--- config.mk ---
export PLATFORM = sky130hd
export DESIGN_NAME = exe_top
export DESIGN_NICKNAME = d
export VERILOG_FILES = /design/src/common/rv64_pkg.sv /design/src/exe/exe_stage.sv /design/src/source/adder64.sv /design/src/source/exe_result_reg.sv /design/src/source/exe_top.sv /design/src/source/id_stage.sv
export SDC_FILE = /design/constraint.sdc
export NUM_CORES = 2
export LEC_CHECK = 0
export BUFFER_PORTS_ARGS = -buffer_cell sky130_fd_sc_hd__buf_2
export CORE_ASPECT_RATIO = 1.1
export CORE_UTILIZATION = 60
export CTS_CLUSTER_DIAMETER = 80
export DETAILED_ROUTE_END_ITERATION = 6
export GPL_TIMING_DRIVEN = 0
export PLACE_DENSITY_LB_ADDON = 0.25
export SLEW_MARGIN = 20
export SYNTH_ARGS = -nofsm -noshare
export SYNTH_HDL_FRONTEND = slang
export SYNTH_SLANG_ARGS = --single-unit
--- constraint.sdc ---
create_clock -name clk -period 18.65 [get_ports clk]
set_clock_uncertainty 0.15 [all_clocks]
set_input_delay 0.9325 -clock clk [delete_from_list [all_inputs] [get_ports clk]]
set_output_delay 0.9325 -clock clk [all_outputs]
set_load 0.05 [all_outputs]
--- src/common/rv64_pkg.sv ---
package rv64_pkg;

	// ========================================
	// widths and constants
	// ========================================
	localparam int xlen = 64;                          // data path width

	typedef logic [xlen-1:0] reg_bus_t;                // operands and results

	localparam logic [xlen-1:0] zero_word = {xlen{1'b0}};

	// ========================================
	// alu operations
	// ========================================
	typedef enum logic [4:0] {
		alu_nop,                                       // unsupported encoding
		alu_add,
		alu_addw,
		alu_sub,
		alu_subw,
		alu_slt,
		alu_sltu,
		alu_xor,
		alu_or,
		alu_and,
		alu_sll,
		alu_srl,
		alu_sra,
		alu_sllw,
		alu_srlw,
		alu_sraw,
		alu_lui,
		alu_beq,
		alu_bne,
		alu_blt,
		alu_bge,
		alu_bltu,
		alu_bgeu
	} alu_op_t;

	// ========================================
	// major opcodes, instr[6:0]
	// ========================================
	localparam logic [6:0] op_reg    = 7'b0110011;    // add, sub, slt ...
	localparam logic [6:0] op_imm    = 7'b0010011;    // addi, slti ...
	localparam logic [6:0] op_regw   = 7'b0111011;    // addw, subw, sllw ...
	localparam logic [6:0] op_immw   = 7'b0011011;    // addiw, slliw ...
	localparam logic [6:0] op_lui    = 7'b0110111;
	localparam logic [6:0] op_branch = 7'b1100011;    // beq .. bgeu

endpackage

--- src/exe/exe_stage.sv ---
`timescale 1ns/100ps

module exe_stage
	import rv64_pkg::*;
(
	input  logic     rst,
	input  alu_op_t  alu_op,
	input  reg_bus_t op1,
	input  reg_bus_t op2,
	output reg_bus_t rd_data,
	output logic     b_flag      // branch condition met
);

	logic        cin;
	reg_bus_t    b_in;           // op2 or its inverse
	reg_bus_t    result_add;
	logic        overflow;
	logic        sign;
	logic        carry;
	logic        zero;
	logic        is_branch_op;
	logic        lt_signed;

	reg_bus_t    sll_result;
	reg_bus_t    srl_result;
	reg_bus_t    sra_result;
	logic [31:0] sll_result32;
	logic [31:0] srl_result32;
	logic [31:0] sra_result32;

	// ========================================
	// shared adder
	// ========================================
	always_comb begin
		case (alu_op)
			alu_sub, alu_subw, alu_slt, alu_sltu,
			alu_beq, alu_bne, alu_blt, alu_bge, alu_bltu, alu_bgeu: begin
				b_in = ~op2; // a - b as a + ~b + 1
				cin  = 1'b1;
			end
			default: begin
				b_in = op2;
				cin  = 1'b0;
			end
		endcase
	end

	adder64 u_adder64 (
		.a        (op1),
		.b        (b_in),
		.cin      (cin),
		.sum      (result_add),
		.overflow (overflow),
		.sign     (sign),
		.cout     (),
		.carry    (carry),
		.zero     (zero)
	);

	assign lt_signed    = sign ^ overflow;
	assign is_branch_op = alu_op inside {alu_beq, alu_bne, alu_blt, alu_bge, alu_bltu, alu_bgeu};

	// ========================================
	// shifter
	// ========================================
	assign sll_result   = op1 << op2[5:0];                     // six shift bits
	assign srl_result   = op1 >> op2[5:0];
	assign sra_result   = $signed(op1) >>> op2[5:0];
	assign sll_result32 = op1[31:0] << op2[4:0];               // low word only
	assign srl_result32 = op1[31:0] >> op2[4:0];
	assign sra_result32 = $signed(op1[31:0]) >>> op2[4:0];

	// ========================================
	// result select
	// ========================================
	always_comb begin
		if (rst) begin
			rd_data = zero_word;
		end else begin
			case (alu_op)
				alu_add, alu_sub: rd_data = result_add;
				alu_addw, alu_subw: rd_data = {{32{result_add[31]}}, result_add[31:0]};
				alu_slt:  rd_data = {{(xlen-1){1'b0}}, lt_signed};
				alu_sltu: rd_data = {{(xlen-1){1'b0}}, carry};  // borrow means op1 < op2
				alu_xor:  rd_data = op1 ^ op2;
				alu_or:   rd_data = op1 | op2;
				alu_and:  rd_data = op1 & op2;
				alu_sll:  rd_data = sll_result;
				alu_srl:  rd_data = srl_result;
				alu_sra:  rd_data = sra_result;
				alu_sllw: rd_data = {{32{sll_result32[31]}}, sll_result32};
				alu_srlw: rd_data = {{32{srl_result32[31]}}, srl_result32};
				alu_sraw: rd_data = {{32{sra_result32[31]}}, sra_result32};
				alu_lui:  rd_data = op2;                    // immediate already placed
				default:  rd_data = zero_word;
			endcase
		end
	end

	// ========================================
	// branch condition
	// ========================================
	always_comb begin
		if (rst) begin
			b_flag = 1'b0;
		end else begin
			case (alu_op)
				alu_beq:  b_flag = zero;
				alu_bne:  b_flag = ~zero;
				alu_blt:  b_flag = lt_signed;
				alu_bge:  b_flag = ~lt_signed;
				alu_bltu: b_flag = carry;
				alu_bgeu: b_flag = ~carry;
				default:  b_flag = 1'b0;
			endcase
		end
	end

	// only branch operations raise the flag
	always_comb begin
		if (!rst && b_flag) begin
			assert (is_branch_op)
			else $error("exe_stage: b_flag high for alu_op %0d", alu_op);
		end
	end

endmodule

--- src/source/adder64.sv ---
`timescale 1ns/100ps

module adder64
	import rv64_pkg::*;
(
	input  reg_bus_t a,
	input  reg_bus_t b,
	input  logic     cin,
	output reg_bus_t sum,
	output logic     overflow,
	output logic     sign,
	output logic     cout,
	output logic     carry,
	output logic     zero
);

	logic [xlen:0] full_sum; // one extra bit for carry out

	assign full_sum = {1'b0, a} + {1'b0, b} + {{xlen{1'b0}}, cin};
	assign sum      = full_sum[xlen-1:0];
	assign cout     = full_sum[xlen];

	// ========================================
	// flags
	// ========================================
	// signed overflow when both inputs agree in sign and the result does not
	assign overflow = (a[xlen-1] == b[xlen-1]) && (sum[xlen-1] != a[xlen-1]);
	assign sign     = sum[xlen-1];
	assign carry    = ~cout;               // borrow for a - b
	assign zero     = (sum == zero_word);

endmodule

--- src/source/exe_result_reg.sv ---
`timescale 1ns/100ps

module exe_result_reg
	import rv64_pkg::*;
(
	input  logic       clk,
	input  logic       rst,
	input  logic       instr_valid,
	input  reg_bus_t   pc,
	input  reg_bus_t   rd_data,
	input  logic       b_flag,
	input  logic [4:0] rd_addr,
	input  logic       rd_wen,
	input  logic       is_branch,
	input  reg_bus_t   br_offset,
	output logic       wb_valid,
	output logic [4:0] wb_rd_addr,
	output reg_bus_t   wb_data,
	output logic       wb_wen,
	output logic       br_taken,
	output reg_bus_t   br_target
);

	reg_bus_t target;
	logic     wen_next;
	logic     taken_next;

	assign target     = pc + br_offset;                               // pc-relative
	assign wen_next   = rd_wen && (rd_addr != 5'd0);                 // x0 never written
	assign taken_next = is_branch && b_flag;

	always_ff @(posedge clk) begin
		if (rst) begin
			wb_valid   <= 1'b0;
			wb_wen     <= 1'b0;
			br_taken   <= 1'b0;
			wb_rd_addr <= 5'd0;
			wb_data    <= zero_word;
			br_target  <= zero_word;
		end else begin
			wb_valid <= instr_valid;                  // one result per strobe
			wb_wen   <= instr_valid && wen_next;
			br_taken <= instr_valid && taken_next;
			if (instr_valid) begin
				wb_rd_addr <= rd_addr;                // payload holds between strobes
				wb_data    <= rd_data;
				br_target  <= target;
			end
		end
	end

	// a result is either a register write or a taken branch, never both
	a_wen_taken_excl: assert property (@(posedge clk) disable iff (rst)
		!(wb_wen && br_taken));

endmodule

--- src/source/exe_top.sv ---
`timescale 1ns/100ps

module exe_top
	import rv64_pkg::*;
(
	input  logic        clk,
	input  logic        rst,
	input  logic        instr_valid,  // one-cycle strobe
	input  logic [31:0] instr,
	input  reg_bus_t    pc,
	input  reg_bus_t    rs1_data,
	input  reg_bus_t    rs2_data,
	output logic        wb_valid,
	output logic [4:0]  wb_rd_addr,
	output reg_bus_t    wb_data,
	output logic        wb_wen,
	output logic        br_taken,
	output reg_bus_t    br_target
);

	alu_op_t    alu_op;
	reg_bus_t   op1;
	reg_bus_t   op2;
	logic [4:0] rd_addr;
	logic       rd_wen;
	logic       is_branch;
	reg_bus_t   br_offset;
	reg_bus_t   rd_data;
	logic       b_flag;

	// ========================================
	// decode, execute, register
	// ========================================
	id_stage u_id_stage (
		.instr     (instr),
		.rs1_data  (rs1_data),
		.rs2_data  (rs2_data),
		.alu_op    (alu_op),
		.op1       (op1),
		.op2       (op2),
		.rd_addr   (rd_addr),
		.rd_wen    (rd_wen),
		.is_branch (is_branch),
		.br_offset (br_offset)
	);

	exe_stage u_exe_stage (
		.rst     (rst),
		.alu_op  (alu_op),
		.op1     (op1),
		.op2     (op2),
		.rd_data (rd_data),
		.b_flag  (b_flag)
	);

	exe_result_reg u_exe_result_reg (
		.clk         (clk),
		.rst         (rst),
		.instr_valid (instr_valid),
		.pc          (pc),
		.rd_data     (rd_data),
		.b_flag      (b_flag),
		.rd_addr     (rd_addr),
		.rd_wen      (rd_wen),
		.is_branch   (is_branch),
		.br_offset   (br_offset),
		.wb_valid    (wb_valid),
		.wb_rd_addr  (wb_rd_addr),
		.wb_data     (wb_data),
		.wb_wen      (wb_wen),
		.br_taken    (br_taken),
		.br_target   (br_target)
	);

endmodule

--- src/source/id_stage.sv ---
`timescale 1ns/100ps

module id_stage
	import rv64_pkg::*;
(
	input  logic [31:0] instr,
	input  reg_bus_t    rs1_data,
	input  reg_bus_t    rs2_data,
	output alu_op_t     alu_op,
	output reg_bus_t    op1,
	output reg_bus_t    op2,
	output logic [4:0]  rd_addr,
	output logic        rd_wen,
	output logic        is_branch,
	output reg_bus_t    br_offset
);

	logic [6:0] opcode;
	logic [2:0] funct3;
	logic       f7_zero;       // funct7 all zero
	logic       f7_alt;        // sub / sra form
	logic       f6_zero;       // 64-bit shift immediates
	logic       f6_alt;
	reg_bus_t   imm_i;
	reg_bus_t   imm_u;

	assign opcode  = instr[6:0];
	assign funct3  = instr[14:12];
	assign f7_zero = (instr[31:25] == 7'b0000000);
	assign f7_alt  = (instr[31:25] == 7'b0100000);
	assign f6_zero = (instr[31:26] == 6'b000000);  // shamt bit 5 sits in instr[25]
	assign f6_alt  = (instr[31:26] == 6'b010000);
	assign rd_addr = instr[11:7];
	assign op1     = rs1_data;

	// ========================================
	// immediates
	// ========================================
	assign imm_i     = {{52{instr[31]}}, instr[31:20]};
	assign imm_u     = {{32{instr[31]}}, instr[31:12], 12'b0};
	assign br_offset = {{51{instr[31]}}, instr[31], instr[7], instr[30:25], instr[11:8], 1'b0};

	// ========================================
	// operation decode
	// ========================================
	always_comb begin
		alu_op    = alu_nop;
		op2       = rs2_data;
		is_branch = 1'b0;
		case (opcode)
			op_reg: begin
				case (funct3)
					3'b000: alu_op = f7_zero ? alu_add : (f7_alt ? alu_sub : alu_nop);
					3'b001: alu_op = f7_zero ? alu_sll : alu_nop;
					3'b010: alu_op = f7_zero ? alu_slt : alu_nop;
					3'b011: alu_op = f7_zero ? alu_sltu : alu_nop;
					3'b100: alu_op = f7_zero ? alu_xor : alu_nop;
					3'b101: alu_op = f7_zero ? alu_srl : (f7_alt ? alu_sra : alu_nop);
					3'b110: alu_op = f7_zero ? alu_or : alu_nop;
					default: alu_op = f7_zero ? alu_and : alu_nop;
				endcase
			end
			op_imm: begin
				op2 = imm_i;
				case (funct3)
					3'b000: alu_op = alu_add;
					3'b001: alu_op = f6_zero ? alu_sll : alu_nop;
					3'b010: alu_op = alu_slt;
					3'b011: alu_op = alu_sltu;
					3'b100: alu_op = alu_xor;
					3'b101: alu_op = f6_zero ? alu_srl : (f6_alt ? alu_sra : alu_nop);
					3'b110: alu_op = alu_or;
					default: alu_op = alu_and;
				endcase
			end
			op_regw, op_immw: begin
				if (opcode == op_immw) begin
					op2 = imm_i;
				end
				case (funct3)
					3'b000: begin
						if (opcode == op_immw) begin
							alu_op = alu_addw;                       // addiw, no funct7
						end else begin
							alu_op = f7_zero ? alu_addw : (f7_alt ? alu_subw : alu_nop);
						end
					end
					3'b001: alu_op = f7_zero ? alu_sllw : alu_nop;
					3'b101: alu_op = f7_zero ? alu_srlw : (f7_alt ? alu_sraw : alu_nop);
					default: alu_op = alu_nop;
				endcase
			end
			op_lui: begin
				op2    = imm_u;
				alu_op = alu_lui;
			end
			op_branch: begin
				case (funct3)
					3'b000: alu_op = alu_beq;
					3'b001: alu_op = alu_bne;
					3'b100: alu_op = alu_blt;
					3'b101: alu_op = alu_bge;
					3'b110: alu_op = alu_bltu;
					3'b111: alu_op = alu_bgeu;
					default: alu_op = alu_nop;
				endcase
				is_branch = (alu_op != alu_nop);
			end
			default: alu_op = alu_nop;
		endcase
		rd_wen = (alu_op != alu_nop) && !is_branch;
	end

endmodule

==> results of run 1 <==
-- cells by family after synthesis --
group / synth area share (%)
AND/OR/NAND/NOR: 23.42
AO/OA/AOI/OAI: 33.13
buffers and inverters: 6.600
multiplexers: 10.46
adder cells (fa/ha/maj): 11.74
XOR/XNOR: 4.810
flip-flops: 9.837
-- through the flow --
step                      cells  utilization (%)  area, um^2
after floorplan            4196                -       27680
after global placement     5143            66.32       30210
after detailed placement   5148            66.48       30280
after CTS                  5180            67.74       30860
-- cells in the mapped netlist, drive strengths merged, types with 81 or more instances --
master  number
a21oi      327
nand3       93
inv        185
a211oi      81
nand2      418
nor2       597
xnor2      125
nor3        92
ha         255
clkbuf     247
mux2i      245
dfxtp      136
o21ai      419
-- routing by layer --
layer  GRT usage (%)  GRT overflow
met3           54.47            37
met2           88.89           313
met1           70.70            20
met4           70.66           204
met5           29.20             6
==> out/summary.txt, run 1 <==
All-Layer GR Usage: 71.17%
Stop stage: 5_1_grt
Grt ovf: 580
Synth warn: 0
Synth cell types: 101
Post-CTS sizing: 0
Die Width: 206.8 um
Place WS: 5.687 ns
Postcts setup bufs: 0
Average cell area after synthesis: 6.596 um^2
Dominant cell type by area after synthesis: ha_1
Syn nets: 4681
CTS root buf: clkbuf_16
Mapped cell area: 27680 um^2
Max clock buf depth: 2
Post-CTS Hold Buffers: 0
Synth Flop Type: dfxtp_1
Number of CTS-inserted buffers: 17
Synthesized flop and latch total: 136
Starting Density: 60.76%
Mapped Cells: 4196
Synth top area cells: ha_1 12%, dfxtp_1 9.8%, mux2i_1 8.9%
IO Pins: 363
Post-DP HPWL: 125900 um
Ys async rst share: 0%
Port bufs: 359
Status: aborted with a tool error
Die Y: 227.3 um
Post-synth EDFFs: 0
Register area share after synthesis: 9.837%
Cell Rows: 82
First-pass GRT wire length: 248400 um
First Error: [ERROR GRT-0116] Global routing finished with congestion. Check the congestion regions in the DRC Viewer.
Vias in the first global route: 38130
# clock sinks: 136
Top-area cell type share of the netlist area: 11.53%
Largest net degree at the start of global routing: 54
H-tree Lvls: 4
Gpl congestion: 1.677
==> inputs of run 2 (changes only) <==
--- a/config.mk
+++ b/config.mk
@@ -6,12 +6,10 @@
 export NUM_CORES = 2
 export LEC_CHECK = 0
 export BUFFER_PORTS_ARGS = -buffer_cell sky130_fd_sc_hd__buf_2
-export CORE_ASPECT_RATIO = 1.1
-export CORE_UTILIZATION = 60
-export CTS_CLUSTER_DIAMETER = 80
+export CORE_UTILIZATION = 40
 export DETAILED_ROUTE_END_ITERATION = 6
 export GPL_TIMING_DRIVEN = 0
-export PLACE_DENSITY_LB_ADDON = 0.25
+export PLACE_DENSITY_LB_ADDON = 0.15
 export SLEW_MARGIN = 20
 export SYNTH_ARGS = -nofsm -noshare
 export SYNTH_HDL_FRONTEND = slang
==> run 2 against run 1 <==
The flow now finishes, with violations (DRC, capacitance limit). Area after synthesis did not move. Synthesized cell count stayed put.
==> out/summary.txt, run 2 <==
Synthesized flop and latch total: 136 (unchanged)
Initial antenna violation count: 23
Area growth, synth to finish: 13.93%
WHS: 0.3200 ns
Post-DP HPWL: 174000 um (+38%)
Synth cell types: 101 (unchanged)
Gpl congestion: 1.224 (-27%)
Worst path most repeated cell: clkbuf_1
Post-CTS sizing: 0 (unchanged)
Minimum clock period: 14.74 ns
Max clock buf depth: 2 (unchanged)
HP Class: flip-flop to flip-flop
Crit. End Element: flip-flop
Hold violation total from the final report: 0
Port bufs: 359 (unchanged)
Clock Latency Late Sink: 0.45 ns
Rel. slew slack: 0.4387%
Die Y: 265.1 um (+17%)
Number of CTS-inserted buffers: 17 (unchanged)
Final period util: 79.03%
Top Registers: u_exe_result_reg.br_target: 64 flops, u_exe_result_reg.wb_data: 64 flops, u_exe_result_reg.wb_rd_addr: 5 flops
Postcts setup bufs: 0 (unchanged)
Vias per inst: 7.190
Starting Density: 40.36% (-20 points)
# clock sinks: 136 (unchanged)
Largest net degree at the start of global routing: 54
Synth Flop Type: dfxtp_1
Crit Path Category: input pin to flip-flop
Status: complete, but fails checks
Syn nets: 4681 (unchanged)
Area of the die: 70250 um^2
Post-synth EDFFs: 0 (unchanged)
Worst-path clk slew: 0.08 ns
Max_cap viols: 1
Core area: 68590 um^2
All-Layer GR Usage: 57.22%
Cell Rows: 96 (+17%)
F_max: 0.06784 GHz
Setup TNS: 0 ns
Wire per inst: 38.06 um
Pre-antenna DRT Iters: 7
Ys async rst share: 0% (unchanged)
Routed vias: 39900
CTS root buf: clkbuf_16
Post-CTS Hold Buffers: 0 (unchanged)
Commonest non-fill, non-tap cell in the layout: nor2_1
Type of origin of the critical path: input pin
Post-route DRC: 27
Average cell area after synthesis: 6.596 um^2 (unchanged)
Register area share after synthesis: 9.837% (unchanged)
Crit path max fanout: 10
Die Width: 265.1 um (+28%)
Max stage delay on crit path: 0.93 ns
Synth warn: 0 (unchanged)
WP data required: 18.86 ns
Proportion of layout cells with a drive suffix above 1: 11.81%
Mapped cell area: 27680 um^2 (unchanged)
Count leader, synth: nor2_1
Leakage: 13.96 nW
Vias in the first global route: 36380
Commonest non-fill, non-tap cells in the layout: 596 x nor2_1, 417 x nand2_1, 396 x o21ai_0
Final net count: 5077
Grt ovf: 0
Synth top area cells: ha_1 12%, dfxtp_1 9.8%, mux2i_1 8.9%
RSZ-0062 raised after global routing: no
Slowest CP cell: clkbuf_1
Failing checks: DRC, capacitance limit
Actual slew at the worst max-slew pin: 1.493 ns
First-pass GRT wire length: 282900 um
R2r setup slk: 15.87 ns
Initial DRC Count: 6915
Worst VDD drop: 0.06107 mV
Top-area cell type share of the netlist area: 11.53% (unchanged)
IO Pins: 363 (unchanged)
CP Data Arrival Time: 14.95 ns
Routed wire length: 211200 um
H-tree Lvls: 4 (unchanged)
Fin. max-slew vios: 0
Mapped Cells: 4196 (unchanged)
Antenna Violating Nets Remaining: 0
PwrDens: 61.74 nW/um^2
Synth top cells by count: 597 x nor2_1, 417 x nand2_1, 406 x o21ai_0
Dominant cell type by area after synthesis: ha_1
Final setup violation count: 0
CTS tree: done
==> run 2: cell counts after synthesis <==
Identical to the previous run, type by type.
==> run 2: where the power goes <==
part | leakage, nW | total [W] | internal, W | switching (W)
logic | 12.6 | 0.00127 | 0.000324 | 0.000948
clock network | 0.271 | 0.000351 | 0.000191 | 0.000160
registers | 1.12 | 0.000324 | 0.000312 | 0.0000119
==> run 2: cell families (layout without fill, tap and decap cells) <==
kind of cell	Yosys count	in the layout	share of synthesized area, %
and+or+nand+nor	1458	1458	23.42
AOI/OAI and AO/OA	1426	1426	33.13
buffers and inverters	482	891	6.600
muxes	284	284	10.46
adders and majority gates	258	258	11.74
xor gates and xnor gates	152	152	4.810
DFF	136	136	9.837
other	0	14	0
==> run 2: per-stage QoR <==
stage,instances,util (%),setup slack (ns),power (W),area (um^2)
after global placement,5486,44.67,4.570,0.001475,30640
after CTS,5532,45.83,5.129,0.001830,31440
after global routing,5537,45.93,3.975,0.001951,31500
after floorplan,4196,-,8.765,0.0009917,27680
after detailed placement,5500,44.99,4.718,0.001486,30860
final,5550,45.98,3.910,0.001947,31530
==> run 2: worst max-delay path, delay by kind of cell <==
family / cells / cell delay, ns
buf+inv: 8 / 4.35
xor+xnor: 1 / 0.15
fa+ha+maj: 2 / 1.19
compound gates: 10 / 2.92
simple gates: 17 / 5.34
==> run 2: layout make-up <==
type,count,area (um^2)
fillers,7178,37050
multi-input cells,3578,23270
flip-flops and latches,136,2723
repair buffers,377,1931
well taps,931,1165
plain buffers,294,1125
inverters,188,705.7
clock buffers,19,442.9
clock inverters,13,135.1
diodes,14,35.03
==> run 2: metal layers <==
layer / share of wire [%] / wire length, um / global-route usage (%) / vias to the layer above
met5: 0.093 / 197 / 1.386 / -
met4: 12 / 24600 / 53.26 / 18
met3: 16 / 33010 / 26.66 / 1289
met2: 38 / 80030 / 79.19 / 3849
met1: 35 / 73400 / 64.38 / 18570
li1: - / - / - / 16180
==> run 2: final timing paths <==
kind                                startpoint                      endpoint  cells after the start
setup / recovery                      instr[6]     u_exe_result_reg.br_taken                     38
hold reg to reg   u_exe_result_reg.wb_data[58]  u_exe_result_reg.wb_data[58]                      2
setup reg to reg  u_exe_result_reg.wb_data[53]  u_exe_result_reg.wb_data[53]                      7
hold / removal    u_exe_result_reg.wb_data[58]  u_exe_result_reg.wb_data[58]                      2
Note: power is estimated with default switching activity, not from simulation.
